### src/common/fractal_params.svh
// fractal pixel source parameters
// fixed-point format, core count, register map and default frame
`ifndef FRACTAL_PARAMS_SVH
`define FRACTAL_PARAMS_SVH

`define FRAC_BITS      24               // signed 8.24
`define DATA_W         32
`define ITER_W         16
`define CORE_COUNT     4
`define REG_COUNT      8
`define AXIL_ADDR_W    8

`define DEF_X_SIZE     640
`define DEF_Y_SIZE     480
`define DEF_X_START    32'shFE000000    // -2.0
`define DEF_Y_START    32'shFE800000    // -1.5
`define DEF_STEP       32'sh0001999A
`define ESCAPE_LIMIT   32'sh04000000    // 4.0

`define REG_MAX_ITER   0
`define REG_CTRL       1
`define RESET_MAX_ITER 100

`endif

### src/common/fractal_pkg.sv
// fractal pixel source types
// coordinates, pixels, configuration and FSM encodings
`include "fractal_params.svh"

package fractal_pkg;

    typedef logic signed [`DATA_W-1:0] fixed_t;

    typedef struct packed {
        fixed_t cx;
        fixed_t cy;
        logic   sof;    // raster 0,0
        logic   eol;    // last column
    } coord_t;

    typedef struct packed {
        logic [7:0] r;
        logic [7:0] g;
        logic [7:0] b;
    } pixel_t;

    typedef struct packed {
        logic [`ITER_W-1:0] max_iter;
        logic               run;
    } cfg_t;

    typedef enum logic [1:0] {AWAIT_RADD, AWAIT_FETCH, AWAIT_READ} rd_state_e;

    typedef enum logic [2:0] {
        AWAIT_WADD_AND_DATA,
        AWAIT_WDATA,
        AWAIT_WADD,
        AWAIT_WRITE,
        AWAIT_RESP
    } wr_state_e;

    typedef enum logic [1:0] {IDLE, FILL, WAIT_CORE, SEND} sched_state_e;

    typedef enum logic [1:0] {RESP_OKAY = 2'b00, RESP_SLVERR = 2'b10} axi_resp_e;

endpackage

### src/fractal/pixel_coord_gen.sv
// raster position and complex-plane coordinate stepper
`timescale 1ns/10ps
`include "fractal_params.svh"

module pixel_coord_gen #(
    parameter int                  X_SIZE  = `DEF_X_SIZE,
    parameter int                  Y_SIZE  = `DEF_Y_SIZE,
    parameter fractal_pkg::fixed_t X_START = `DEF_X_START,
    parameter fractal_pkg::fixed_t Y_START = `DEF_Y_START,
    parameter fractal_pkg::fixed_t STEP    = `DEF_STEP
) (
    input  logic                out_stream_aclk,
    input  logic                axi_resetn,
    input  logic                advance_i,
    output fractal_pkg::coord_t coord_o
);

    localparam int XW = $clog2(X_SIZE);
    localparam int YW = $clog2(Y_SIZE);

    logic [XW-1:0]       x;
    logic [YW-1:0]       y;
    fractal_pkg::fixed_t cx, cy;
    logic                last_x, last_y;

    assign last_x = (x == XW'(X_SIZE - 1));
    assign last_y = (y == YW'(Y_SIZE - 1));

    always_ff @(posedge out_stream_aclk) begin
        if (!axi_resetn) begin
            x  <= '0;
            y  <= '0;
            cx <= X_START;
            cy <= Y_START;
        end else if (advance_i) begin
            if (last_x) begin
                x  <= '0;
                cx <= X_START;
                if (last_y) begin   // frame wraps
                    y  <= '0;
                    cy <= Y_START;
                end else begin
                    y  <= y + 1'b1;
                    cy <= cy + STEP;
                end
            end else begin
                x  <= x + 1'b1;
                cx <= cx + STEP;
            end
        end
    end

    assign coord_o.cx  = cx;
    assign coord_o.cy  = cy;
    assign coord_o.sof = (x == '0) && (y == '0);
    assign coord_o.eol = last_x;

endmodule

### config.mk
export PLATFORM = sky130hd
export DESIGN_NAME = pixel_coord_gen
export DESIGN_NICKNAME = d
export VERILOG_FILES = /design/src/common/fractal_pkg.sv /design/src/fractal/pixel_coord_gen.sv
export VERILOG_INCLUDE_DIRS = /design/src /design/src/common
export SDC_FILE = /design/constraint.sdc
export NUM_CORES = 1
export LEC_CHECK = 0
export BUFFER_PORTS_ARGS = -buffer_cell sky130_fd_sc_hd__clkbuf_2
export CAP_MARGIN = 10
export CORE_MARGIN = 4
export CORE_UTILIZATION = 25
export CTS_BUF_LIST = sky130_fd_sc_hd__clkbuf_8
export DETAILED_ROUTE_END_ITERATION = 6
export PLACE_DENSITY = 0.4
export SYNTH_ARGS = -nofsm -noshare
export SYNTH_HDL_FRONTEND = slang
export SYNTH_SLANG_ARGS = --single-unit
### constraint.sdc
create_clock -name out_stream_aclk -period 2.1 [get_ports out_stream_aclk]
set_clock_uncertainty 0.05 [all_clocks]
set_input_delay 0.21 -clock out_stream_aclk [delete_from_list [all_inputs] [get_ports out_stream_aclk]]
set_output_delay 0.21 -clock out_stream_aclk [all_outputs]
set_load 0.005 [all_outputs]
* Word level (Yosys, flattened, before mapping) *
Cells that the tools add are included.

storage, ports and cells
  register bits after elaboration = 83
  input port bits = 3

operators by class
  reductions and logical operators = 4
  equality and inequality tests = 2
  muxes and demuxes = 4
  add/subtract/negate cells = 4

operator list
  kind                                                               number
  32-bit by 18-bit adder with 32-bit output (second input constant)  2
  32-bit two-way mux                                                 2
  10-bit by 1-bit adder with 10-bit output (second input constant)   1
  10-bit == test (second input constant)                             1
  10-bit zero test                                                   1
  10-bit two-way mux                                                 1
  9-bit by 1-bit adder with 9-bit output (second input constant)     1
  9-bit == test (second input constant)                              1
  9-bit zero test                                                    1
  9-bit two-way mux                                                  1
  2-bit AND reduction                                                1
  1-bit logical AND                                                  1

* Depth between registers and ports, before layout *
Gate-level depths: netlist of the first run.

  word-level depth = 2
  depth in mapped cells = 7

* Least setup slack after synthesis of the first run *
No wires, ideal clock.

  path type = register -> register
  start = register y[0]
  end = register cy[10]
  slack = 163 ps
  clock period less this slack = 1,937 ps
  data required time = 1,933 ps
  path buffers = 1
  arrival = 1,770 ps
  cell stages (with the launch flop) = 8
  cells stage by stage = dfxtp_1 -> ha_1 -> and4_1 -> nor4bb_1 -> nand2_1 -> nand2_1 -> buf_2 -> nor2_1

between the ends
  longest elaborated chain between the ends = 2

ends and longest elaborated chain
  what                    RTL line               source
  start, declared         pixel_coord_gen.sv:22  logic [YW-1:0] y;
  start signal, assigned  pixel_coord_gen.sv:43  y <= y + 1'b1;
  9-bit == test           pixel_coord_gen.sv:27  assign last_y = (y == YW'(Y_SIZE - 1));
  32-bit two-way mux      pixel_coord_gen.sv:39  if (last_y) begin
  end signal, assigned    pixel_coord_gen.sv:44  cy <= cy + STEP;
  end, declared           pixel_coord_gen.sv:23  fractal_pkg::fixed_t cx, cy;

Every way passes these cells.
A chain may end at the register's enable or synchronous reset.

* Worst setup path in the final report of the first run *
  start = register x[6]
  end = register cy[24]

between the ends
  longest elaborated chain between the ends = 2

ends and longest elaborated chain
  what                                  RTL line               source
  start, declared                       pixel_coord_gen.sv:21  logic [XW-1:0] x;
  start signal, assigned                pixel_coord_gen.sv:47  x <= x + 1'b1;
  10-bit == test                        pixel_coord_gen.sv:26  assign last_x = (x == XW'(X_SIZE - 1));
  2-bit AND reduction (no source line)  --

Every way passes these cells.

==> run_results.csv, run 1 <==
group,metric,value,unit
run_status,status,"finished, final reports clean",
synthesis,synth_seq_cells,81,
timing,setup_viol,0,
worst_setup_path,crit_fanout,10,
final_layout,area_growth,26.3,%
route,vias_per_cell,4.73,
timing,layout_min_cycle_time,1.98,ns
synthesis,synth.distinct_cells,43,
synthesis,async_flop_share,0,%
worst_setup_path,crit_type,"reg -> reg",
timing,final_hold_viol_count,0,
final_layout,seqCellArea,1620,um^2
floorplan,start_util,25.4,%
synthesis,synth_area_leaders,"dfxtp_1 42%, xor2_1 8.4%, nor2_1 6.7%",
pwr,ir_drop,0.233,mV
worst_setup_path,cp_slowest_cell,"or4_1",
worst_setup_path,worstSetupEndpointType,"flop",
final_layout,drive_above_1_share,23.1,%
floorplan,die_height,132,um
timing,min_period_over_period,94.3,%
route,drt-pass1-iter-count,4,
timing,fin_tns_setup,0,ns
timing,maxSlewViolCount,0,
synthesis,synth_top_area_cell,"dfxtp_1",
route,ant_nets,0,
synthesis,ys_warn_count,0,
run,drv_cap,0,
floorplan,num_io_pins,69,
floorplan,num_rows,45,
route,vias,3506,
route,drc_errors,0,
route,routed_wl,9970,um
global_routing,antenna_found_initial,0,
route,wl_per_cell,13.4,um
synthesis,avgSynthCellArea,8.48,um^2
synthesis,netlist_area,3840,um^2
global_routing,grt_use_total,11.4,%
final_layout,n_fill_cell,1626,
final_layout,multiInputGateArea,2130,um^2
synthesis,synth.most_common_cell,"dfxtp_1",
placement,dpl.hpwl,7230,um
clock_network,clock_sinks,81,
clock_network,clk_pin_slew,0.09,ns
timing,rsz0062_at_grt,"false",
global_routing,grt-ovfl-total,0,
timing,max_freq,505,MHz
synthesis,synth_edf_count,0,
worst_hold_path,hp-class,"in -> reg",
final_layout,antenna_cells,0,
worst_setup_path,critical_path_arrival,2.24,ns
clock_network,cts-root-buf,"clkbuf_8",
floorplan,die_area,17400,um^2
timing,whs,0.273,ns
placement,place_congestion,0.751,
global_routing,grt_pass1_vias,3212,
floorplan,die_w,132,um
clock_network,holdBufCountCts,0,
worst_setup_path,critPathLaunchType,"flop",
worst_setup_path,crit_chain,"nand4_1, nor4_4, buf_4, nand3_4, or4_1, a21oi_1",
clock_network,clk_path_buf_depth,2,
floorplan,core-area,15100,um^2
clock_network,cts-htree-levels,3,
route,first_iter_violations,152,
synthesis,ys_seq_area_share,42.2,%
worst_setup_path,worstPathRequired,2.36,ns
clock_network,cts_tree,"done",
synthesis,yosysTopAreaCellShare,42.2,%
synthesis,synth.cells.most_frequent,"81 x dfxtp_1, 69 x nor2_1, 41 x nand2_1",
global_routing,grt_start_max_net_pins,30,
final_layout,fin_nets,558,
worst_setup_path,slowest_delay,0.43,ns
synthesis,syn_inst,453,
global_routing,grt_pass1_wl,16300,um
clock_network,clk_latency,0.37,ns
clock_network,numCtsBuffers,9,
pwr,p_per_area,645,nW/um^2
placement,port_buffers,66,
synthesis,synth_ff_type,"dfxtp_1",
pwr,p_leak,1.91,nW
==> metrics by stage <==
stage	total power, mW	cell area (um^2)	worst slack (ns)	instances	utilization, %
after floorplan	1.83	3840	0.163	454	-
after global placement	1.96	4600	0.109	724	30.4
after detailed placement	1.96	4600	0.101	724	30.4
after CTS	3.19	4810	0.0401	740	31.8
after global routing	3.29	4850	0.000644	742	32.0
final	3.13	4850	0.119	742	32.0
==> flip-flops by register name (all words and copies together) (netlist names) <==
signal / cells
cy: 31
cx: 31
x: 10
y: 9
==> worst max-delay path: cells and delay by family (launching register included) <==
| family | cells | cell delay (ns) |
|---|---|---|
| buf+inv | 1 | 0.16 |
| simple gates | 4 | 1.16 |
| flops | 1 | 0.41 |
| compound gates | 1 | 0.14 |
==> cell families after synthesis <==
| family | count (synthesis) | share of synthesized area (%) |
|---|---|---|
| and+or+nand+nor | 217 | 28.7 |
| DFF | 81 | 42.2 |
| AOI/OAI and AO/OA | 62 | 10.5 |
| xor gates and xnor gates | 59 | 13.5 |
| buffers and inverters | 27 | 3.09 |
| adders and majority gates | 6 | 1.95 |
| other | 1 | 0.0976 |
==> cells in the final DEF, fill, tap and decap left out, types with 16 or more instances in the layout <==
cell type and count:
dfxtp_1 80, nor2_1 69, clkbuf_2 66, nand2_1 41, xor2_1 37, nand3_1 33, buf_4 33, xnor2_1 22
nand4_1 20, a21oi_1 16
==> metal layers <==
| metal | vias to the layer above | GRT usage [%] | part of all wire [%] |
|---|---|---|---|
| met5 | - | 0 | 0 |
| met3 | 9 | 2.86 | 3.8 |
| met1 | 1636 | 15.8 | 51 |
| met4 | 0 | 4.38 | 1.2 |
| li1 | 1797 | - | - |
| met2 | 64 | 17.1 | 44 |
==> what timing repair did <==
| item | in CTS | in global routing |
|---|---|---|
| pin swaps | 0 | 5 |
| endpoints found under the setup margin | 1 | 9 |
| setup buffers | 0 | 2 |
| resized for setup | 1 | 6 |
==> worst paths after layout <==
kind	startpoint	endpoint	slack, ns	depth (start not counted)
worst max-delay path	x[6]	cy[24]	0.12	6
worst min-delay path	axi_resetn	cy[24]	0.27	4
worst max register to register	x[6]	cy[24]	0.12	6
worst min register to register	x[1]	x[1]	0.45	2
==> cell type report <==
type | instances | area share (%)
multi-input combinational | 346 | 43.9
sequential | 81 | 33.4
timing repair buffer | 101 | 12.7
tap | 188 | 4.85
clock buffer | 11 | 3.12
clock inverter | 5 | 1.13
inverter | 10 | 0.774
==> report_power, final <==
group          internal, mW  switching (mW)  leakage [nW]  total (mW)
Clock                 0.611           0.593         0.107        1.20
Sequential             1.57          0.0613         0.657        1.64
Combinational         0.134           0.157          1.15       0.291
Note: power is estimated with default switching activity, not from simulation.
==> inputs of run 2 (changes only) <==
--- a/config.mk
+++ b/config.mk
@@ -6,13 +6,14 @@
 export SDC_FILE = /design/constraint.sdc
 export NUM_CORES = 1
 export LEC_CHECK = 0
+export ABC_AREA = 1
 export BUFFER_PORTS_ARGS = -buffer_cell sky130_fd_sc_hd__clkbuf_2
 export CAP_MARGIN = 10
 export CORE_MARGIN = 4
 export CORE_UTILIZATION = 25
 export CTS_BUF_LIST = sky130_fd_sc_hd__clkbuf_8
 export DETAILED_ROUTE_END_ITERATION = 6
-export PLACE_DENSITY = 0.4
+export PLACE_DENSITY = 0.39
 export SYNTH_ARGS = -nofsm -noshare
 export SYNTH_HDL_FRONTEND = slang
 export SYNTH_SLANG_ARGS = --single-unit
==> run_results.csv, run 2 <==
group,metric,value,unit
clock_network,clk_path_buf_depth,2,
synthesis,synth_seq_cells,81,
global_routing,grt_start_max_net_pins,25,
route,first_iter_violations,270,
worst_hold_path,worstHoldStart,"axi_resetn",
run,drv_cap,0,
timing,final_hold_viol_count,0,
final_layout,antenna_cells,0,
floorplan,die_w,147,um
pwr,comb_power_share,9.8,%
synthesis,synth_edf_count,0,
synthesis,synth-compound-area-share,8.81,%
synthesis,synth_ff_type,"dfxtp_1",
worst_setup_path,crit_start,"x[1]",
worst_setup_path,crit_type,"reg -> reg",
pwr,ir_drop,0.285,mV
placement,placedCellCount,1120,
final_layout,seqCellArea,1620,um^2
worst_setup_path,critPathBufInv,2,
route,vias,4921,
route,vias_per_cell,4.34,
clock_network,cts_tree,"done",
route,routed_wl,14400,um
worst_setup_path,critPathLaunchType,"flop",
worst_hold_path,hp-class,"in -> reg",
synthesis,synth-adder-area-share,1.55,%
final_layout,n_fill_cell,2137,
worst_setup_path,worstPathRequired,2.35,ns
global_routing,grt_use_total,13.7,%
placement,port_buffers,66,
pwr,swShare,26.4,%
synthesis,synth_top_area_cell,"dfxtp_1",
route,wl_per_cell,12.7,um
worst_hold_path,holdPathEnd,"x[6]",
final_layout,mostFrequentLayoutCells,"215 x nand2_1, 120 x nor2_1, 100 x inv_1",
clock_network,numCtsBuffers,9,
synthesis,syn_inst,781,
timing,max_freq,514,MHz
pwr,p_seq_share,48.7,%
final_layout,fin_nets,880,
pwr,power.total,3.30,mW
clock_network,clk_pin_slew,0.09,ns
worst_setup_path,crit_fanout,22,
synthesis,async_flop_share,0,%
worst_setup_path,crit_family,"simple AND/OR/NAND/NOR gates",
clock_network,cts-root-buf,"clkbuf_8",
floorplan,core-area,18800,um^2
synthesis,synth_top_family_by_area,"simple AND/OR/NAND/NOR gates",
global_routing,antenna_found_initial,0,
worst_setup_path,reg2reg_to,"cy[1]",
floorplan,die_area,21600,um^2
timing,layout_min_cycle_time,1.94,ns
pwr,p_per_area,562,nW/um^2
synthesis,synth-simple-area-share,43.7,%
final_layout,multiInputGateArea,2720,um^2
worst_setup_path,critical_path_arrival,2.20,ns
run_status,status,"finished, final reports clean",
route,drt-pass1-iter-count,4,
global_routing,grt_pass1_vias,4692,
worst_setup_path,rr_worst_depth,9,
synthesis,synth_area_leaders,"dfxtp_1 34%, nand2_1 17%, nor2_1 9.5%",
route,ant_nets,0,
timing,min_period_over_period,92.6,%
global_routing,grt_pass1_wl,24100,um
synthesis,avgSynthCellArea,6.19,um^2
worst_hold_path,holdPathStages,3,
final_layout,final_common_cell,"nand2_1",
final_layout,reg.largest.list,"cx x31, cy x31, x x10",
floorplan,num_io_pins,69,
pwr,clock_power_share,41.5,%
synthesis,ys_seq_area_share,33.6,%
placement,dpl.hpwl,11200,um
pwr,p_leak,2.69,nW
synthesis,yosysTopAreaCellShare,33.6,%
clock_network,clk_latency,0.37,ns
synthesis,synthMuxAreaShare,0,%
synthesis,synth_xor_area_share,1.81,%
synthesis,synth.cells.most_frequent,"216 x nand2_1, 122 x nor2_1, 100 x inv_1",
synthesis,netlist_area,4830,um^2
synthesis,synth.most_common_cell,"nand2_1",
clock_network,clock_sinks,81,
floorplan,die_height,147,um
worst_setup_path,crit_chain,"ha_1, nand3_1, nor2_4, nand3_4, inv_2, nand2_4, buf_4, or2_2, a21oi_1",
timing,fin_tns_setup,0,ns
route,drc_errors,0,
timing,maxSlewViolCount,0,
pwr,p_switching,0.871,mW
floorplan,start_util,25.7,%
timing,rsz0062_at_grt,"false",
placement,place_congestion,0.777,
timing,setup_viol,0,
final_layout,drive_above_1_share,15.3,%
worst_setup_path,cp_slowest_cell,"dfxtp_1",
final_layout,finish.utilization,31.2,%
synthesis,synth.distinct_cells,40,
final_layout,fin_cells,1135,
worst_setup_path,worstSetupEndpointType,"flop",
worst_setup_path,r2r_start,"x[1]",
floorplan,num_rows,50,
global_routing,grt-ovfl-total,0,
clock_network,cts-htree-levels,3,
worst_setup_path,r2r_slack,0.16,ns
final_layout,area_growth,21.5,%
pwr,internal_power,2.43,mW
worst_setup_path,slowest_delay,0.37,ns
synthesis,ys_warn_count,0,
==> run 2: cell count changes after synthesis, moves of 9 or more <==
cell	delta
nand3_1	+42
or3_1	-10
xnor2_1	-19
nand2_1	+175
a21oi_1	+23
xor2_1	-30
o211ai_1	-9
o21ai_0	+17
inv_1	+90
nor3_1	+12
nor2_1	+53
==> run 2: worst max path at each step <==
stage | endpoint | cells after the start
floorplan | cy[24] | 11
global placement | y[7] | 11
detailed placement | cy[1] | 9
CTS | coord_o[1] | 6
global route | cy[1] | 9
finish | cy[1] | 9
==> run 2: area by class of cell <==
cell class	count	area share, %
clock buffers	11	2.58
clock inverters	4	1.30
inverters	102	6.52
multi-input cells	579	46.3
flip-flops and latches	81	27.6
well taps	260	5.54
repair buffers	98	10.1
==> run 2: metrics by stage <==
stage / setup slack [ns] / cell area (um^2) / hold slack (ns)
after floorplan: 0.386 / 4830 / 0.413
after global placement: 0.222 / 5630 / 0.424
after detailed placement: 0.164 / 5630 / 0.415
after CTS: 0.137 / 5860 / 0.204
after global routing: 0.00184 / 5870 / 0.240
final: 0.155 / 5870 / 0.214
==> run 2: cells by family after synthesis <==
kind of cell / after synthesis
other: 1
flip-flops: 81
AND/OR/NAND/NOR: 483
AO/OA/AOI/OAI: 78
XOR/XNOR: 10
adder cells (fa/ha/maj): 6
buffers and inverters: 122
==> run 2: power groups by stage <==
stage | Combinational (mW) | Sequential (mW) | Clock (mW)
after detailed placement | 0.328 | 1.64 | 0
after floorplan | 0.185 | 1.65 | 0
after global placement | 0.332 | 1.64 | 0
after global routing | 0.372 | 1.61 | 1.48
after CTS | 0.330 | 1.61 | 1.43
final | 0.323 | 1.61 | 1.37
==> run 2: timing repair <==
item,CTS,global route
resized for setup,0,3
hold buffers,0,0
setup buffers,0,0
setup endpoints to repair,0,3
==> run 2: worst min-delay path, stage by stage <==
cell and delay [ns]:
clkbuf_2 0.22, nand2_1 0.12, a21oi_1 0.03
==> run 2: metal layers <==
layer / global-route usage, % / routed length (um) / part of all wire, % / up-vias
met2: 21.5 / 6300 / 44 / 64
met4: 3.49 / 128 / 0.89 / 0
li1: - / - / - / 2664
met5: 0 / 0 / 0 / -
met1: 19.3 / 7580 / 53 / 2183
met3: 2.65 / 416 / 2.9 / 10
