**src/common/fractal_params.svh**
```systemverilog
// fractal pixel source parameters
// fixed-point format, core count, register map and default frame
`ifndef FRACTAL_PARAMS_SVH
`define FRACTAL_PARAMS_SVH

`define FRAC_BITS      24               // signed 8.24
`define DATA_W         32
`define ITER_W         16
`define CORE_COUNT     4
`define REG_COUNT      8
`define AXIL_ADDR_W    8

`define DEF_X_SIZE     640
`define DEF_Y_SIZE     480
`define DEF_X_START    32'shFE000000    // -2.0
`define DEF_Y_START    32'shFE800000    // -1.5
`define DEF_STEP       32'sh0001999A
`define ESCAPE_LIMIT   32'sh04000000    // 4.0

`define REG_MAX_ITER   0
`define REG_CTRL       1
`define RESET_MAX_ITER 100

`endif

```
**src/common/fractal_pkg.sv**
```systemverilog
// fractal pixel source types
// coordinates, pixels, configuration and FSM encodings
`include "fractal_params.svh"

package fractal_pkg;

    typedef logic signed [`DATA_W-1:0] fixed_t;

    typedef struct packed {
        fixed_t cx;
        fixed_t cy;
        logic   sof;    // raster 0,0
        logic   eol;    // last column
    } coord_t;

    typedef struct packed {
        logic [7:0] r;
        logic [7:0] g;
        logic [7:0] b;
    } pixel_t;

    typedef struct packed {
        logic [`ITER_W-1:0] max_iter;
        logic               run;
    } cfg_t;

    typedef enum logic [1:0] {AWAIT_RADD, AWAIT_FETCH, AWAIT_READ} rd_state_e;

    typedef enum logic [2:0] {
        AWAIT_WADD_AND_DATA,
        AWAIT_WDATA,
        AWAIT_WADD,
        AWAIT_WRITE,
        AWAIT_RESP
    } wr_state_e;

    typedef enum logic [1:0] {IDLE, FILL, WAIT_CORE, SEND} sched_state_e;

    typedef enum logic [1:0] {RESP_OKAY = 2'b00, RESP_SLVERR = 2'b10} axi_resp_e;

endpackage

```
**src/fractal/core_scheduler.sv**
```systemverilog
// in-order core scheduler and AXI4-Stream master
// fills the cores, then collects round robin in raster order
`timescale 1ns/10ps
`include "fractal_params.svh"

module core_scheduler (
    input  logic                   out_stream_aclk,
    input  logic                   axi_resetn,
    input  logic                   run_i,
    input  fractal_pkg::coord_t    coord_i,
    input  logic [`CORE_COUNT-1:0] done_i,
    input  logic [`ITER_W-1:0]     iter_i [`CORE_COUNT],
    input  logic [1:0]             flags_i [`CORE_COUNT],  // {sof, eol}
    input  logic                   out_stream_tready_i,
    output logic                   advance_o,
    output logic [`CORE_COUNT-1:0] start_o,
    output logic [31:0]            out_stream_tdata_o,
    output logic [3:0]             out_stream_tkeep_o,
    output logic                   out_stream_tlast_o,
    output logic                   out_stream_tuser_o,
    output logic                   out_stream_tvalid_o
);

    localparam int NC    = `CORE_COUNT;
    localparam int IDX_W = $clog2(NC);

    fractal_pkg::sched_state_e state;
    logic [IDX_W-1:0]          idx;
    logic                      last_core, fire, sof_q, eol_q;
    fractal_pkg::pixel_t       pix;

    assign last_core = (idx == IDX_W'(NC - 1));
    assign fire = (state == fractal_pkg::FILL) ||
                  (state == fractal_pkg::SEND && out_stream_tready_i);

    // each start takes the current coordinate, then the stepper moves on
    assign start_o   = fire ? (NC'(1) << idx) : '0;
    assign advance_o = fire;

    always_ff @(posedge out_stream_aclk) begin
        if (!axi_resetn) begin
            state <= fractal_pkg::IDLE;
            idx   <= '0;
        end else begin
            case (state)
                fractal_pkg::IDLE: begin
                    if (run_i) state <= fractal_pkg::FILL;
                end
                fractal_pkg::FILL: begin
                    idx <= last_core ? '0 : idx + 1'b1;
                    if (last_core) state <= fractal_pkg::WAIT_CORE;
                end
                fractal_pkg::WAIT_CORE: begin
                    if (done_i[idx]) state <= fractal_pkg::SEND;
                end
                fractal_pkg::SEND: begin
                    if (out_stream_tready_i) begin
                        idx   <= last_core ? '0 : idx + 1'b1;
                        state <= fractal_pkg::WAIT_CORE;
                    end
                end
                default: state <= fractal_pkg::IDLE;
            endcase
        end
    end

    // beat payload, red and green low byte, blue high byte
    always_ff @(posedge out_stream_aclk) begin
        if (state == fractal_pkg::WAIT_CORE && done_i[idx]) begin
            pix.r <= iter_i[idx][7:0];
            pix.g <= iter_i[idx][7:0];
            pix.b <= iter_i[idx][15:8];
            sof_q <= flags_i[idx][1];
            eol_q <= flags_i[idx][0];
        end
    end

    // stream beat, tuser from the sof of the core's start point
    assign out_stream_tvalid_o = (state == fractal_pkg::SEND);
    assign out_stream_tdata_o  = {8'h00, pix};
    assign out_stream_tkeep_o  = 4'hF;
    assign out_stream_tuser_o  = sof_q;
    assign out_stream_tlast_o  = eol_q;

    a_beat_stable: assert property (@(posedge out_stream_aclk) disable iff (!axi_resetn)
        out_stream_tvalid_o && !out_stream_tready_i
        |=> $stable({out_stream_tdata_o, out_stream_tuser_o, out_stream_tlast_o}));

endmodule

```
**config.mk**
```make
export PLATFORM = sky130hd
export DESIGN_NAME = core_scheduler
export DESIGN_NICKNAME = d
export VERILOG_FILES = /design/src/common/fractal_pkg.sv /design/src/fractal/core_scheduler.sv
export VERILOG_INCLUDE_DIRS = /design/src /design/src/common
export SDC_FILE = /design/constraint.sdc
export NUM_CORES = 1
export LEC_CHECK = 0
export ABC_AREA = 1
export BUFFER_PORTS_ARGS = -buffer_cell sky130_fd_sc_hd__buf_2
export CORE_ASPECT_RATIO = 1.2
export CORE_MARGIN = 2
export CORE_UTILIZATION = 30
export DETAILED_ROUTE_END_ITERATION = 8
export GPL_TIMING_DRIVEN = 0
export HOLD_SLACK_MARGIN = 0.12
export PLACE_DENSITY = 0.78
export SYNTH_ARGS = -nofsm -noshare
export SYNTH_HDL_FRONTEND = slang
export SYNTH_SLANG_ARGS = --single-unit
```
**constraint.sdc**
```tcl
create_clock -name out_stream_aclk -period 2.5 [get_ports out_stream_aclk]
set_input_delay 0.375 -clock out_stream_aclk [delete_from_list [all_inputs] [get_ports out_stream_aclk]]
set_output_delay 0.375 -clock out_stream_aclk [all_outputs]
set_load 0.1 [all_outputs]
```
== Word-level counts from Yosys, hierarchy flattened ==
Cells that the tools add are included.

* Flip-flop bits (word level): 22
* Output and inout bits: 44
* Word-level logic and storage cells: 43

* Add/subtract/negate cells: 1
* Order comparisons: 2
* Equal/unequal tests: 8
* Shifts and indexed selects: 1
* Mux-type cells: 17
* Bitwise logic cells: 1
* Reduce and logical (&&, ||, !) cells: 7

{| class="wikitable"
|+ Operators with widths
! cell !! count
|-
| $bmux 16 s2 || 1
|-
| $mux 16 || 2
|-
| $mux 2 || 8
|-
| $ne 2x2->1 const B || 4
|-
| $pmux 2 s4 || 1
|-
| $eq 2x2->1 const B || 3
|-
| $bmux 2 s2 || 1
|-
| $mux 4 || 1
|-
| $pmux 2 s2 || 1
|-
| $reduce_and 4->1 || 1
|-
| $shl 1x2->4 const A || 1
|-
| $ge 3x3->1 const B || 1
|-
| $lt 2x3->1 const B || 1
|-
| $not 2->3 || 1
|-
| $add 2x1->2 const B || 1
|-
| $bmux 1 s2 || 1
|-
| $eq 2x1->1 const B || 1
|-
| $logic_and 1x1->1 || 2
|-
| $logic_not 2->1 || 1
|-
| $reduce_and 2->1 || 1
|-
| $reduce_bool 2->1 || 1
|-
| $logic_or 1x1->1 || 1
|-
| $mux 1 || 1
|}

== Depth between registers and ports, before layout ==
Gate-level depths: netlist of the first run.

* Word-level depth: 4
* Depth in mapped cells: 8
* Gate-level depth less buffers: 8

== Worst setup path after synthesis of the first run ==
No wires, ideal clock.

* Path type: flip-flop to output port
* Start point: register idx[0]
* End point: output start_o[0]
* Data arrival time: 2.122 ns
* Required time: 2.125 ns
* Slack: 0.003 ns
* Stages on the path, launching flop included: 7
* Path buffers: 2
* Cell sequence: dfxtp_1 -> inv_2 -> buf_4 -> buf_6 -> ha_1 -> inv_1 -> nor2_1

* Longest elaborated chain between the ends: 2

{| class="wikitable"
|+ RTL lines
! what !! line !! source
|-
| start, declared || core_scheduler.sv:28 || <nowiki>logic [IDX_W-1:0] idx;</nowiki>
|-
| start signal, assigned || core_scheduler.sv:50 || <nowiki>idx <= last_core ? '0 : idx + 1'b1;</nowiki>
|-
| start signal, assigned || core_scheduler.sv:58 || <nowiki>idx <= last_core ? '0 : idx + 1'b1;</nowiki>
|-
| $shl 1x2->4 || core_scheduler.sv:37 || <nowiki>assign start_o = fire ? (NC'(1) << idx) : '0;</nowiki>
|-
| $mux 4 || core_scheduler.sv:37 ||
|-
| end, declared || core_scheduler.sv:16 || <nowiki>output logic [`CORE_COUNT-1:0] start_o,</nowiki>
|}

No other way between the ends.

== Final worst setup path of the first run ==
* Start point: register idx[1]
* End point: output start_o[1]

The elaborated chain is that of the path after synthesis.

==> results.md, run 1 <==
* Post-Synth XOR/XNOR Area at 0%
* Combinational family with the most area after synthesis: compound AO/OA/AOI/OAI gates
* FP Rows at 28
* Largest net degree at the start of global routing at 13
* N_diodes at 0
* Worst slew pin tran at 0.904 ns
* Post-synthesis mux area share at 0%
* Max Cap Viol at 0
* Period utilization at 89.0%
* Status: complete, no violations
* Commonest non-fill, non-tap cells in the layout: buf_2 (113), nor2_1 (43), o21ai_0 (36)
* Peak Freq at 0.449 GHz
* Die area at 5760 um2
* Met3 Use GR at 2.31%
* Cell area after synthesis at 1550 um2
* Antenna violations before repair at 0
* Yosys top cell area share at 34.9%
* TritonCTS clock tree: done
* First-pass GRT wire length at 7.67 mm
* Reg clk slew, reported paths at 0.08 ns
* IO Count at 190
* Cell breakdown of the critical path: inv_2 > clkbuf_1 > ha_1 > inv_1 > nor2_1 > buf_2
* GPL Wtd Cong at 0.725
* Yosys top cell by area: edfxtp_1
* CP Capture Type: primary output
* Setup Fix Bufs, Post-CTS at 0
* Register bit total from synthesis at 22
* Min Tclk post-route at 2.23 ns
* Vias at 1747
* Iter 0 DRT Violations at 120
* Final hold violations at 0
* WP data required at 2.12 ns
* DR pass1 iterations at 4
* Rel. slew slack at 39.4%
* CTS H-tree lvls at 1
* Num CTS Buffers at 3
* Fin util at 46.0%
* Tot Pwr at 2590 uW
* Chip Height at 82.7 um
* Gr busiest metal: met2
* Crit path launch type: flip-flop
* Peak supply drop at 625 uV
* Slowest cell delay on critical path at 0.43 ns
* Synth cell types at 22
* Core ar. at 4970 um2
* Vias/cell at 4.60
* Skew final at 0.00105 ns
* Met2 capacity usage during global routing at 29.8%
* YS warnings at 0
* Setup violations, final at 0
* Count of pins over their slew limit at 0
* Hpwl dp at 3.96 mm
* Top_reg_cell synth: edfxtp_1
* Gr usage total at 17.0%
* Leakage at 0.00115 uW
* Crit path max-delay cell type: buf_2
* M1 GR Usage at 22.0%
* Fraction of registers with async set/reset at 0%
* Port-buffer cells at 111
* Crit Path Category: flip-flop to primary output
* Cts hold-fix bufs at 0
* Layout area overhead at 47.7%
* Post-synth EDFFs at 18
* Nets@finish at 471
* Syn Area/Cell at 7.99 um2
* Die width at 69.6 um
* Synth top area cells: edfxtp_1 (35%), o21ai_0 (12%), buf_4 (12%), nor2_1 (10%), o22ai_1 (7.3%)
* Post-synthesis simple-gate area fraction at 16.1%
* RSZ-0062 raised after global routing: false
* CTS max path bufs at 2
* Grt ovf at 0
* Top fanout value on the critical path at 11
* Reg2reg setup slack at 0.40 ns
* Synth Area in Adders at 3.23%
* Final WL at 5.12 mm
* Post-cts repair resize count at 0
* Drc violations at 0
* Commonest non-fill, non-tap cell in the layout: buf_2
* Antenna-violating nets left at 0
* Clk sinks at 22
* Synth Area in Compound Gates at 21.9%
* Register area share after synthesis at 40.0%
* CTS root buf: clkbuf_8
* Pwr dens at 1130 nW/um2
* Clock Latency Late Sink at 0.26 ns
* Share of cells above drive strength 1 at 49.4%
* TNS Setup at 0 ns
* Hold crit path type: input port to flip-flop
* Avg WL per Cell at 13.5 um
* WP data arrival at 1.85 ns
* Synthesized instance count at 194
* Initial Utilization at 31.2%
* # fillers at 515
* Vias in the first global route at 1612
[per-layer routing]
metal	share of wire, %	wire length, um
met5	0	0
met4	0.66	34
met3	9.5	486
met2	47	2420
met1	43	2180
[worst max-delay path: cells and delay by family (launching register included)]
kind,cells,cell delay (ns)
fa+ha+maj,1,0.24
simple gates,1,0.08
buf+inv,4,0.92
flops,1,0.35
[registers in the layout, indices dropped and copies added, names as in the netlist]
| register | cells |
|---|---|
| idx | 2 |
| out_stream_tuser_o | 1 |
| out_stream_tlast_o | 1 |
| out_stream_tdata_o | 16 |
| state | 2 |
[layout make-up]
| class | instances | area (um2) | area share, % |
|---|---|---|---|
| Buffer | 33 | 239 | 10.4 |
| Clock buffer | 4 | 55.1 | 2.40 |
| Tap cell | 60 | 75.1 | 3.28 |
| Inverter | 12 | 45.0 | 1.97 |
| Sequential cell | 22 | 621 | 27.1 |
| Multi-Input combinational cell | 137 | 688 | 30.1 |
| Timing Repair Buffer | 112 | 567 | 24.8 |
[cell families after synthesis]
group | Yosys count
flip-flops | 22
buffers and inverters | 45
AO/OA/AOI/OAI | 61
other | 2
AND/OR/NAND/NOR | 60
adder cells (fa/ha/maj) | 4
[final timing paths]
check,from,to,cells past startpoint
worst max-delay path,idx[1],start_o[1],6
worst min-delay path,axi_resetn,state[0],3
worst max register to register,idx[0],out_stream_tuser_o,6
worst min register to register,state[1],state[1],2
[synth_stat cells, types with 2 or more instances]
| library cell | number |
|---|---|
| edfxtp_1 | 18 |
| buf_2 | 2 |
| a21oi_1 | 3 |
| nand3_2 | 2 |
| inv_1 | 8 |
| o21ai_0 | 36 |
| nand2_2 | 3 |
| nand2_1 | 9 |
| buf_4 | 24 |
| nor2_1 | 43 |
| dfxtp_1 | 4 |
| nand3_1 | 2 |
| ha_1 | 4 |
| buf_6 | 3 |
| o22ai_1 | 18 |
| inv_2 | 4 |
| conb_1 | 2 |
| a21oi_2 | 2 |
| clkbuf_1 | 4 |
[where the power goes]
| group | switching, uW | internal [uW] | leakage [uW] | total (uW) |
|---|---|---|---|---|
| clock network | 119 | 140 | 0.0000288 | 259 |
| registers | 41.7 | 532 | 0.000196 | 574 |
| logic | 1310 | 440 | 0.000928 | 1750 |
[per-stage QoR]
step / area [um2] / hold slack [ns] / cells / setup WS [ns]
after floorplan: 1590 / 0.495 / 204 / 0.00290
after global placement: 2220 / 0.513 / 375 / -0.847
after detailed placement: 2230 / 0.532 / 376 / 0.325
after CTS: 2290 / 0.355 / 380 / 0.258
after global routing: 2290 / 0.358 / 380 / 0.0980
final: 2290 / 0.364 / 380 / 0.274
No activity file was read; power rests on OpenSTA's default activity.
==> run 2: changes to the inputs <==
--- a/config.mk
+++ b/config.mk
@@ -8,13 +8,12 @@
 export LEC_CHECK = 0
 export ABC_AREA = 1
 export BUFFER_PORTS_ARGS = -buffer_cell sky130_fd_sc_hd__buf_2
-export CORE_ASPECT_RATIO = 1.2
-export CORE_MARGIN = 2
-export CORE_UTILIZATION = 30
+export CORE_AREA = 2 2 74 76
 export DETAILED_ROUTE_END_ITERATION = 8
+export DIE_AREA = 0 0 76 78
 export GPL_TIMING_DRIVEN = 0
 export HOLD_SLACK_MARGIN = 0.12
-export PLACE_DENSITY = 0.78
+export PLACE_DENSITY = 0.76
 export SYNTH_ARGS = -nofsm -noshare
 export SYNTH_HDL_FRONTEND = slang
 export SYNTH_SLANG_ARGS = --single-unit
==> constraint.sdc (replaced) <==
create_clock -name out_stream_aclk -period 2.9 [get_ports out_stream_aclk]
set_input_delay 0.435 -clock out_stream_aclk [delete_from_list [all_inputs] [get_ports out_stream_aclk]]
set_output_delay 0.435 -clock out_stream_aclk [all_outputs]
set_load 0.1 [all_outputs]
==> results.md, run 2 (same netlist as run 1, synthesis figures left out) <==
* FP Rows at 26 (was 28)
* Skew final at 0.00686 ns (was 0.00105 ns)
* Vias at 1757 (was 1747)
* Share of cells above drive strength 1 at 49.1% (was 49.4%)
* Final hold violations at 0 (unchanged)
* Rel. slew slack at 55.1% (was 39.4%)
* Chip Height at 78 um (was 82.7 um)
* CTS H-tree lvls at 1 (unchanged)
* Iter 0 DRT Violations at 130 (was 120)
* Largest net degree at the start of global routing at 13 (unchanged)
* RR Startpoint: idx[0] (unchanged)
* Top fanout value on the critical path at 11 (unchanged)
* Slowest cell delay on critical path at 0.43 ns (about the same)
* Max Cap Viol at 0 (unchanged)
* Layout area overhead at 48.1% (was 47.7%)
* CTS root buf: clkbuf_8 (unchanged)
* Fin util at 45.5% (was 46.0%)
* Status: complete, no violations (unchanged)
* Switch Pwr at 1260 uW (was 1470 uW)
* Nets@finish at 471 (unchanged)
* WP data required at 2.47 ns (was 2.12 ns)
* RSZ-0062 raised after global routing: false (unchanged)
* Placed Cells at 386 (was 376)
* Post-cts repair resize count at 0 (unchanged)
* WP data arrival at 1.88 ns (was 1.85 ns)
* Antenna-violating nets left at 0 (unchanged)
* Number of flip-flops in the largest register at 16 (unchanged)
* Hold Startpoint: axi_resetn (unchanged)
* Initial Utilization at 30.7% (was 31.2%)
* Num CTS Buffers at 3 (unchanged)
* CP Capture Type: primary output (unchanged)
* Place WS at 0.871 ns (was 0.325 ns)
* Grt ovf at 0 (unchanged)
* Vias/cell at 4.51 (was 4.60)
* Core ar. at 5040 um2 (was 4970 um2)
* Commonest non-fill, non-tap cells in the layout: buf_2 (113), nor2_1 (43), o21ai_0 (36) (unchanged)
* Clock share of power at 9.0% (was 10.0%)
* Cts hold-fix bufs at 0 (unchanged)
* Final WL at 5.08 mm (was 5.12 mm)
* Clock Latency Late Sink at 0.26 ns (about the same)
* Setup violations, final at 0 (unchanged)
* Hpwl dp at 4.01 mm (was 3.96 mm)
* Final non-filler cell total at 390 (was 380)
* Switch share at 57.3% (was 57.0%)
* GPL Wtd Cong at 0.793 (was 0.725)
* Crit Path Category: flip-flop to primary output (unchanged)
* Cell breakdown of the critical path: inv_2 > clkbuf_1 > ha_1 > inv_1 > nor2_1 > buf_2 (unchanged)
* Die width at 76 um (was 69.6 um)
* First-pass GRT wire length at 7.89 mm (was 7.67 mm)
* Peak Freq at 0.432 GHz
* CTS max path bufs at 2 (unchanged)
* Antenna violations before repair at 0 (unchanged)
* Port-buffer cells at 111 (unchanged)
* DR pass1 iterations at 4 (unchanged)
* Clk sinks at 22 (unchanged)
* Internal at 938 uW (was 1110 uW)
* Worst slew pin tran at 0.669 ns (was 0.904 ns)
* Reg clk slew, reported paths at 0.08 ns (about the same)
* Setup Fix Bufs, Post-CTS at 0 (unchanged)
* Vias in the first global route at 1635 (was 1612)
* N_diodes at 0 (unchanged)
* Critical Path Start: idx[1] (unchanged)
* Worst Setup Slack, final at 0.585 ns (was 0.274 ns)
* Drc violations at 0 (unchanged)
* Commonest non-fill, non-tap cell in the layout: buf_2 (unchanged)
* Hold slack at 0.427 ns (was 0.364 ns)
* Leakage at 0.00115 uW (about the same)
* Logic pwr share at 68.6% (was 67.8%)
* Die area at 5930 um2 (was 5760 um2)
* Sequential power share at 22.4% (was 22.2%)
* TritonCTS clock tree: done (unchanged)
* Crit path max-delay cell type: buf_2 (unchanged)
* # fillers at 497 (was 515)
* Gr usage total at 16.4% (was 17.0%)
* Avg WL per Cell at 13.0 um (was 13.5 um)
* Peak supply drop at 324 uV (was 625 uV)
* Hold crit path type: input port to flip-flop (unchanged)
* Crit path launch type: flip-flop (unchanged)
* IO Count at 190 (unchanged)
* Count of pins over their slew limit at 0 (unchanged)
* Min Tclk post-route at 2.32 ns
* Pwr dens at 957 nW/um2 (was 1130 nW/um2)
* Period utilization at 79.8%
## run 2: cell type report
class                   instances  area (um2)  area share [%]
repair buffers                112         571            24.9
multi-input cells             137         688            30.0
clock buffers                   4        45.0            1.96
flip-flops and latches         22         621            27.0
plain buffers                  33         239            10.4
inverters                      12        45.0            1.96
well taps                      70        87.6            3.81
## run 2: worst paths after layout
| check | to | slack (ns) | depth (start not counted) |
|---|---|---|---|
| worst max-delay path | start_o[1] | 0.58 | 6 |
| worst min-delay path | state[0] | 0.43 | 3 |
| worst max register to register | out_stream_tdata_o[18] | 1.01 | 6 |
| worst min register to register | state[1] | 0.55 | 2 |
## run 2: power by group through the flow
stage / registers [uW] / logic, uW / clock network [uW]
floorplan: 744 / 948 / 0
global placement: 501 / 1480 / 0
detailed placement: 502 / 1510 / 0
CTS: 494 / 1510 / 204
global route: 503 / 1610 / 215
finish: 493 / 1510 / 197
## run 2: per-stage QoR
step	power [uW]	setup TNS [ns]	cell area, um2
3_3_place_gp	1980	-6.22	2230
3_5_place_dp	2010	0	2250
6_report	2200	0	2300
5_1_grt	2330	0	2300
4_1_cts	2210	0	2300
2_1_floorplan	1690	0	1590
## run 2: routing by layer
metal	global-route usage (%)	wire length [um]	up-vias	share of wire, %
met5	0	0	-	0
met4	3.82	22	0	0.43
met3	3.72	556	2	11
met2	27.8	2300	110	45
met1	21.3	2210	767	43
li1	-	-	878	-
## run 2: worst max-delay path: cells and delay by family (launching register included)
kind | cells | cell delay (ns)
DFF | 1 | 0.35
buffers and inverters | 4 | 0.96
and+or+nand+nor | 1 | 0.08
adders and majority gates | 1 | 0.24
==> run 3: changes to the inputs <==
==> constraint.sdc (replaced) <==
create_clock -name out_stream_aclk -period 2.3 [get_ports out_stream_aclk]
set_input_delay 0.345 -clock out_stream_aclk [delete_from_list [all_inputs] [get_ports out_stream_aclk]]
set_output_delay 0.345 -clock out_stream_aclk [all_outputs]
set_load 0.1 [all_outputs]
==> results.md, run 3 (same netlist as run 1, synthesis figures left out) <==
* Status: complete, no violations (unchanged)
* Hold crit path type: input port to flip-flop (unchanged)
* R2R depth at 5 (was 6)
* Gr usage total at 16.9% (was 16.4%)
* Skew final at 0.00595 ns (was 0.00686 ns)
* Reg clk slew, reported paths at 0.08 ns (about the same)
* Critical Path Start: idx[0] (was idx[1])
* Worst path top cell family by delay: buffers and inverters (unchanged)
* Commonest non-fill, non-tap cell in the layout: buf_2 (unchanged)
* First-pass GRT wire length at 8.07 mm (was 7.89 mm)
* CTS max path bufs at 2 (unchanged)
* Iter 0 DRT Violations at 88 (was 130)
* Grt ovf at 0 (unchanged)
* RSZ-0062 raised after global routing: false (unchanged)
* Clock Latency Late Sink at 0.26 ns (about the same)
* WP depth at 7 (was 6)
* Pwr dens at 1230 nW/um2 (was 957 nW/um2)
* Setup violations, final at 0 (unchanged)
* Reg2reg setup slack at 0.36 ns (was 1.01 ns)
* Peak Freq at 0.461 GHz
* Crit path max-delay cell type: buf_2 (unchanged)
* Placed Cells at 385 (was 386)
* Switch Pwr at 1610 uW (was 1260 uW)
* CTS root buf: clkbuf_8 (unchanged)
* Worst slew pin tran at 0.897 ns (was 0.669 ns)
* WP data arrival at 1.82 ns (was 1.88 ns)
* TNS Setup at 0 ns (unchanged)
* Final WL at 5.18 mm (was 5.08 mm)
* N_diodes at 0 (unchanged)
* Nets@finish at 469 (was 471)
* Port-buffer cells at 111 (unchanged)
* R2R Path End: out_stream_tdata_o[0] (was out_stream_tdata_o[18])
* Commonest non-fill, non-tap cells in the layout: buf_2 (113), nor2_1 (40), o21ai_0 (36) (was buf_2 (113), nor2_1 (43), o21ai_0 (36))
* Count of pins over their slew limit at 0 (unchanged)
* FP Rows at 26 (unchanged)
* Drc violations at 0 (unchanged)
* Post-cts repair resize count at 0 (unchanged)
* Internal at 1210 uW (was 938 uW)
* Avg WL per Cell at 13.3 um (was 13.0 um)
* Peak supply drop at 619 uV (was 324 uV)
* Share of cells above drive strength 1 at 50.3% (was 49.1%)
* Initial Utilization at 30.7% (unchanged)
* Cell breakdown of the critical path: inv_2 > buf_4 > buf_6 > ha_1 > inv_1 > nor2_2 > buf_2 (was inv_2 > clkbuf_1 > ha_1 > inv_1 > nor2_1 > buf_2)
* Final non-filler cell total at 388 (was 390)
* Top fanout value on the critical path at 11 (unchanged)
* Num CTS Buffers at 3 (unchanged)
* Tot Pwr at 2820 uW (was 2200 uW)
* Chip Height at 78 um (unchanged)
* GPL Wtd Cong at 0.765 (was 0.793)
* Hpwl dp at 4.02 mm (was 4.01 mm)
* IO Count at 190 (unchanged)
* Core ar. at 5040 um2 (unchanged)
* Setup Fix Bufs, Post-CTS at 0 (unchanged)
* Vias in the first global route at 1750 (was 1635)
* Slowest cell delay on critical path at 0.43 ns (about the same)
* Period utilization at 94.3%
* CP Capture Type: primary output (unchanged)
* Logic pwr share at 67.9% (was 68.6%)
* Leakage at 0.00115 uW (about the same)
* Die area at 5930 um2 (unchanged)
* CP endpoint: start_o[0] (was start_o[1])
* WP data required at 1.96 ns (was 2.47 ns)
* Vias at 1761 (was 1757)
* Clock share of power at 10.0% (was 9.0%)
* Worst Setup Slack, final at 0.131 ns (was 0.585 ns)
* Die width at 76 um (unchanged)
* Crit path launch type: flip-flop (unchanged)
* Vias/cell at 4.54 (was 4.51)
* Rel. slew slack at 40.0% (was 55.1%)
* CTS H-tree lvls at 1 (unchanged)
* Antenna-violating nets left at 0 (unchanged)
* Clk sinks at 22 (unchanged)
* Place WS at 0.336 ns (was 0.871 ns)
* Layout area overhead at 48.4% (was 48.1%)
* Hold slack at 0.338 ns (was 0.427 ns)
* Min Tclk post-route at 2.17 ns
* Antenna violations before repair at 0 (unchanged)
* Sequential power share at 22.0% (was 22.4%)
* Switch share at 57.2% (was 57.3%)
* Crit Path Category: flip-flop to primary output (unchanged)
* DR pass1 iterations at 4 (unchanged)
* Bufs and invs on worst path at 5 (was 4)
* Max Cap Viol at 0 (unchanged)
* Number of flip-flops in the largest register at 16 (unchanged)
* TritonCTS clock tree: done (unchanged)
* RR Startpoint: idx[0] (unchanged)
* Cts hold-fix bufs at 0 (unchanged)
* Final hold violations at 0 (unchanged)
* Largest net degree at the start of global routing at 19 (was 13)
-- run 3: cell types whose count changed in the layout (fill, tap and decap cells not counted) --
cell,previous run,this run
buf_8,1,0
clkbuf_1,5,3
clkbuf_8,3,4
nor2_1,43,40
nor2_2,0,3
nor3_2,1,0
nor3_4,0,1
-- run 3: metrics by stage --
stage,area (um2),utilization [%]
finish,2300,45.6
CTS,2300,45.7
detailed placement,2250,44.6
floorplan,1600,-
global placement,2240,44.5
global route,2300,45.6
-- run 3: layout make-up --
type                            instances  area [um2]
Fill cell                             517        2740
Multi-Input combinational cell        137         702
Sequential cell                        22         621
Timing Repair Buffer                  111         556
Buffer                                 32         235
Tap cell                               70        87.6
Clock buffer                            4        55.1
Inverter                               12        45.0
-- run 3: per-layer routing --
layer	GRT usage (%)	part of all wire (%)	wire length, um	vias to the layer above
met5	0	0	0	-
met4	5.45	0.70	36	0
met3	2.44	8.9	461	4
met2	30.2	47	2420	104
met1	20.9	44	2260	779
li1	-	-	-	874
-- run 3: worst min path at each step --
stage | to | start | depth (start not counted)
2_1_floorplan | state[0] | axi_resetn | 2
3_3_place_gp | state[1] | state[1] | 2
3_5_place_dp | state[1] | state[1] | 2
4_1_cts | idx[1] | axi_resetn | 3
5_1_grt | state[0] | axi_resetn | 3
6_report | idx[1] | axi_resetn | 3
-- run 3: power by group through the flow --
stage	clock network [uW]	registers, uW	logic, uW
after floorplan	0	938	1210
after global placement	0	629	1880
after detailed placement	0	632	1930
after CTS	290	622	1930
after global routing	299	634	2070
final	283	621	1920
-- run 3: tightest hold or removal path, stage by stage --
cell,delay [ns]
buf_2,0.11
o21ai_0,0.06
a21oi_1,0.04
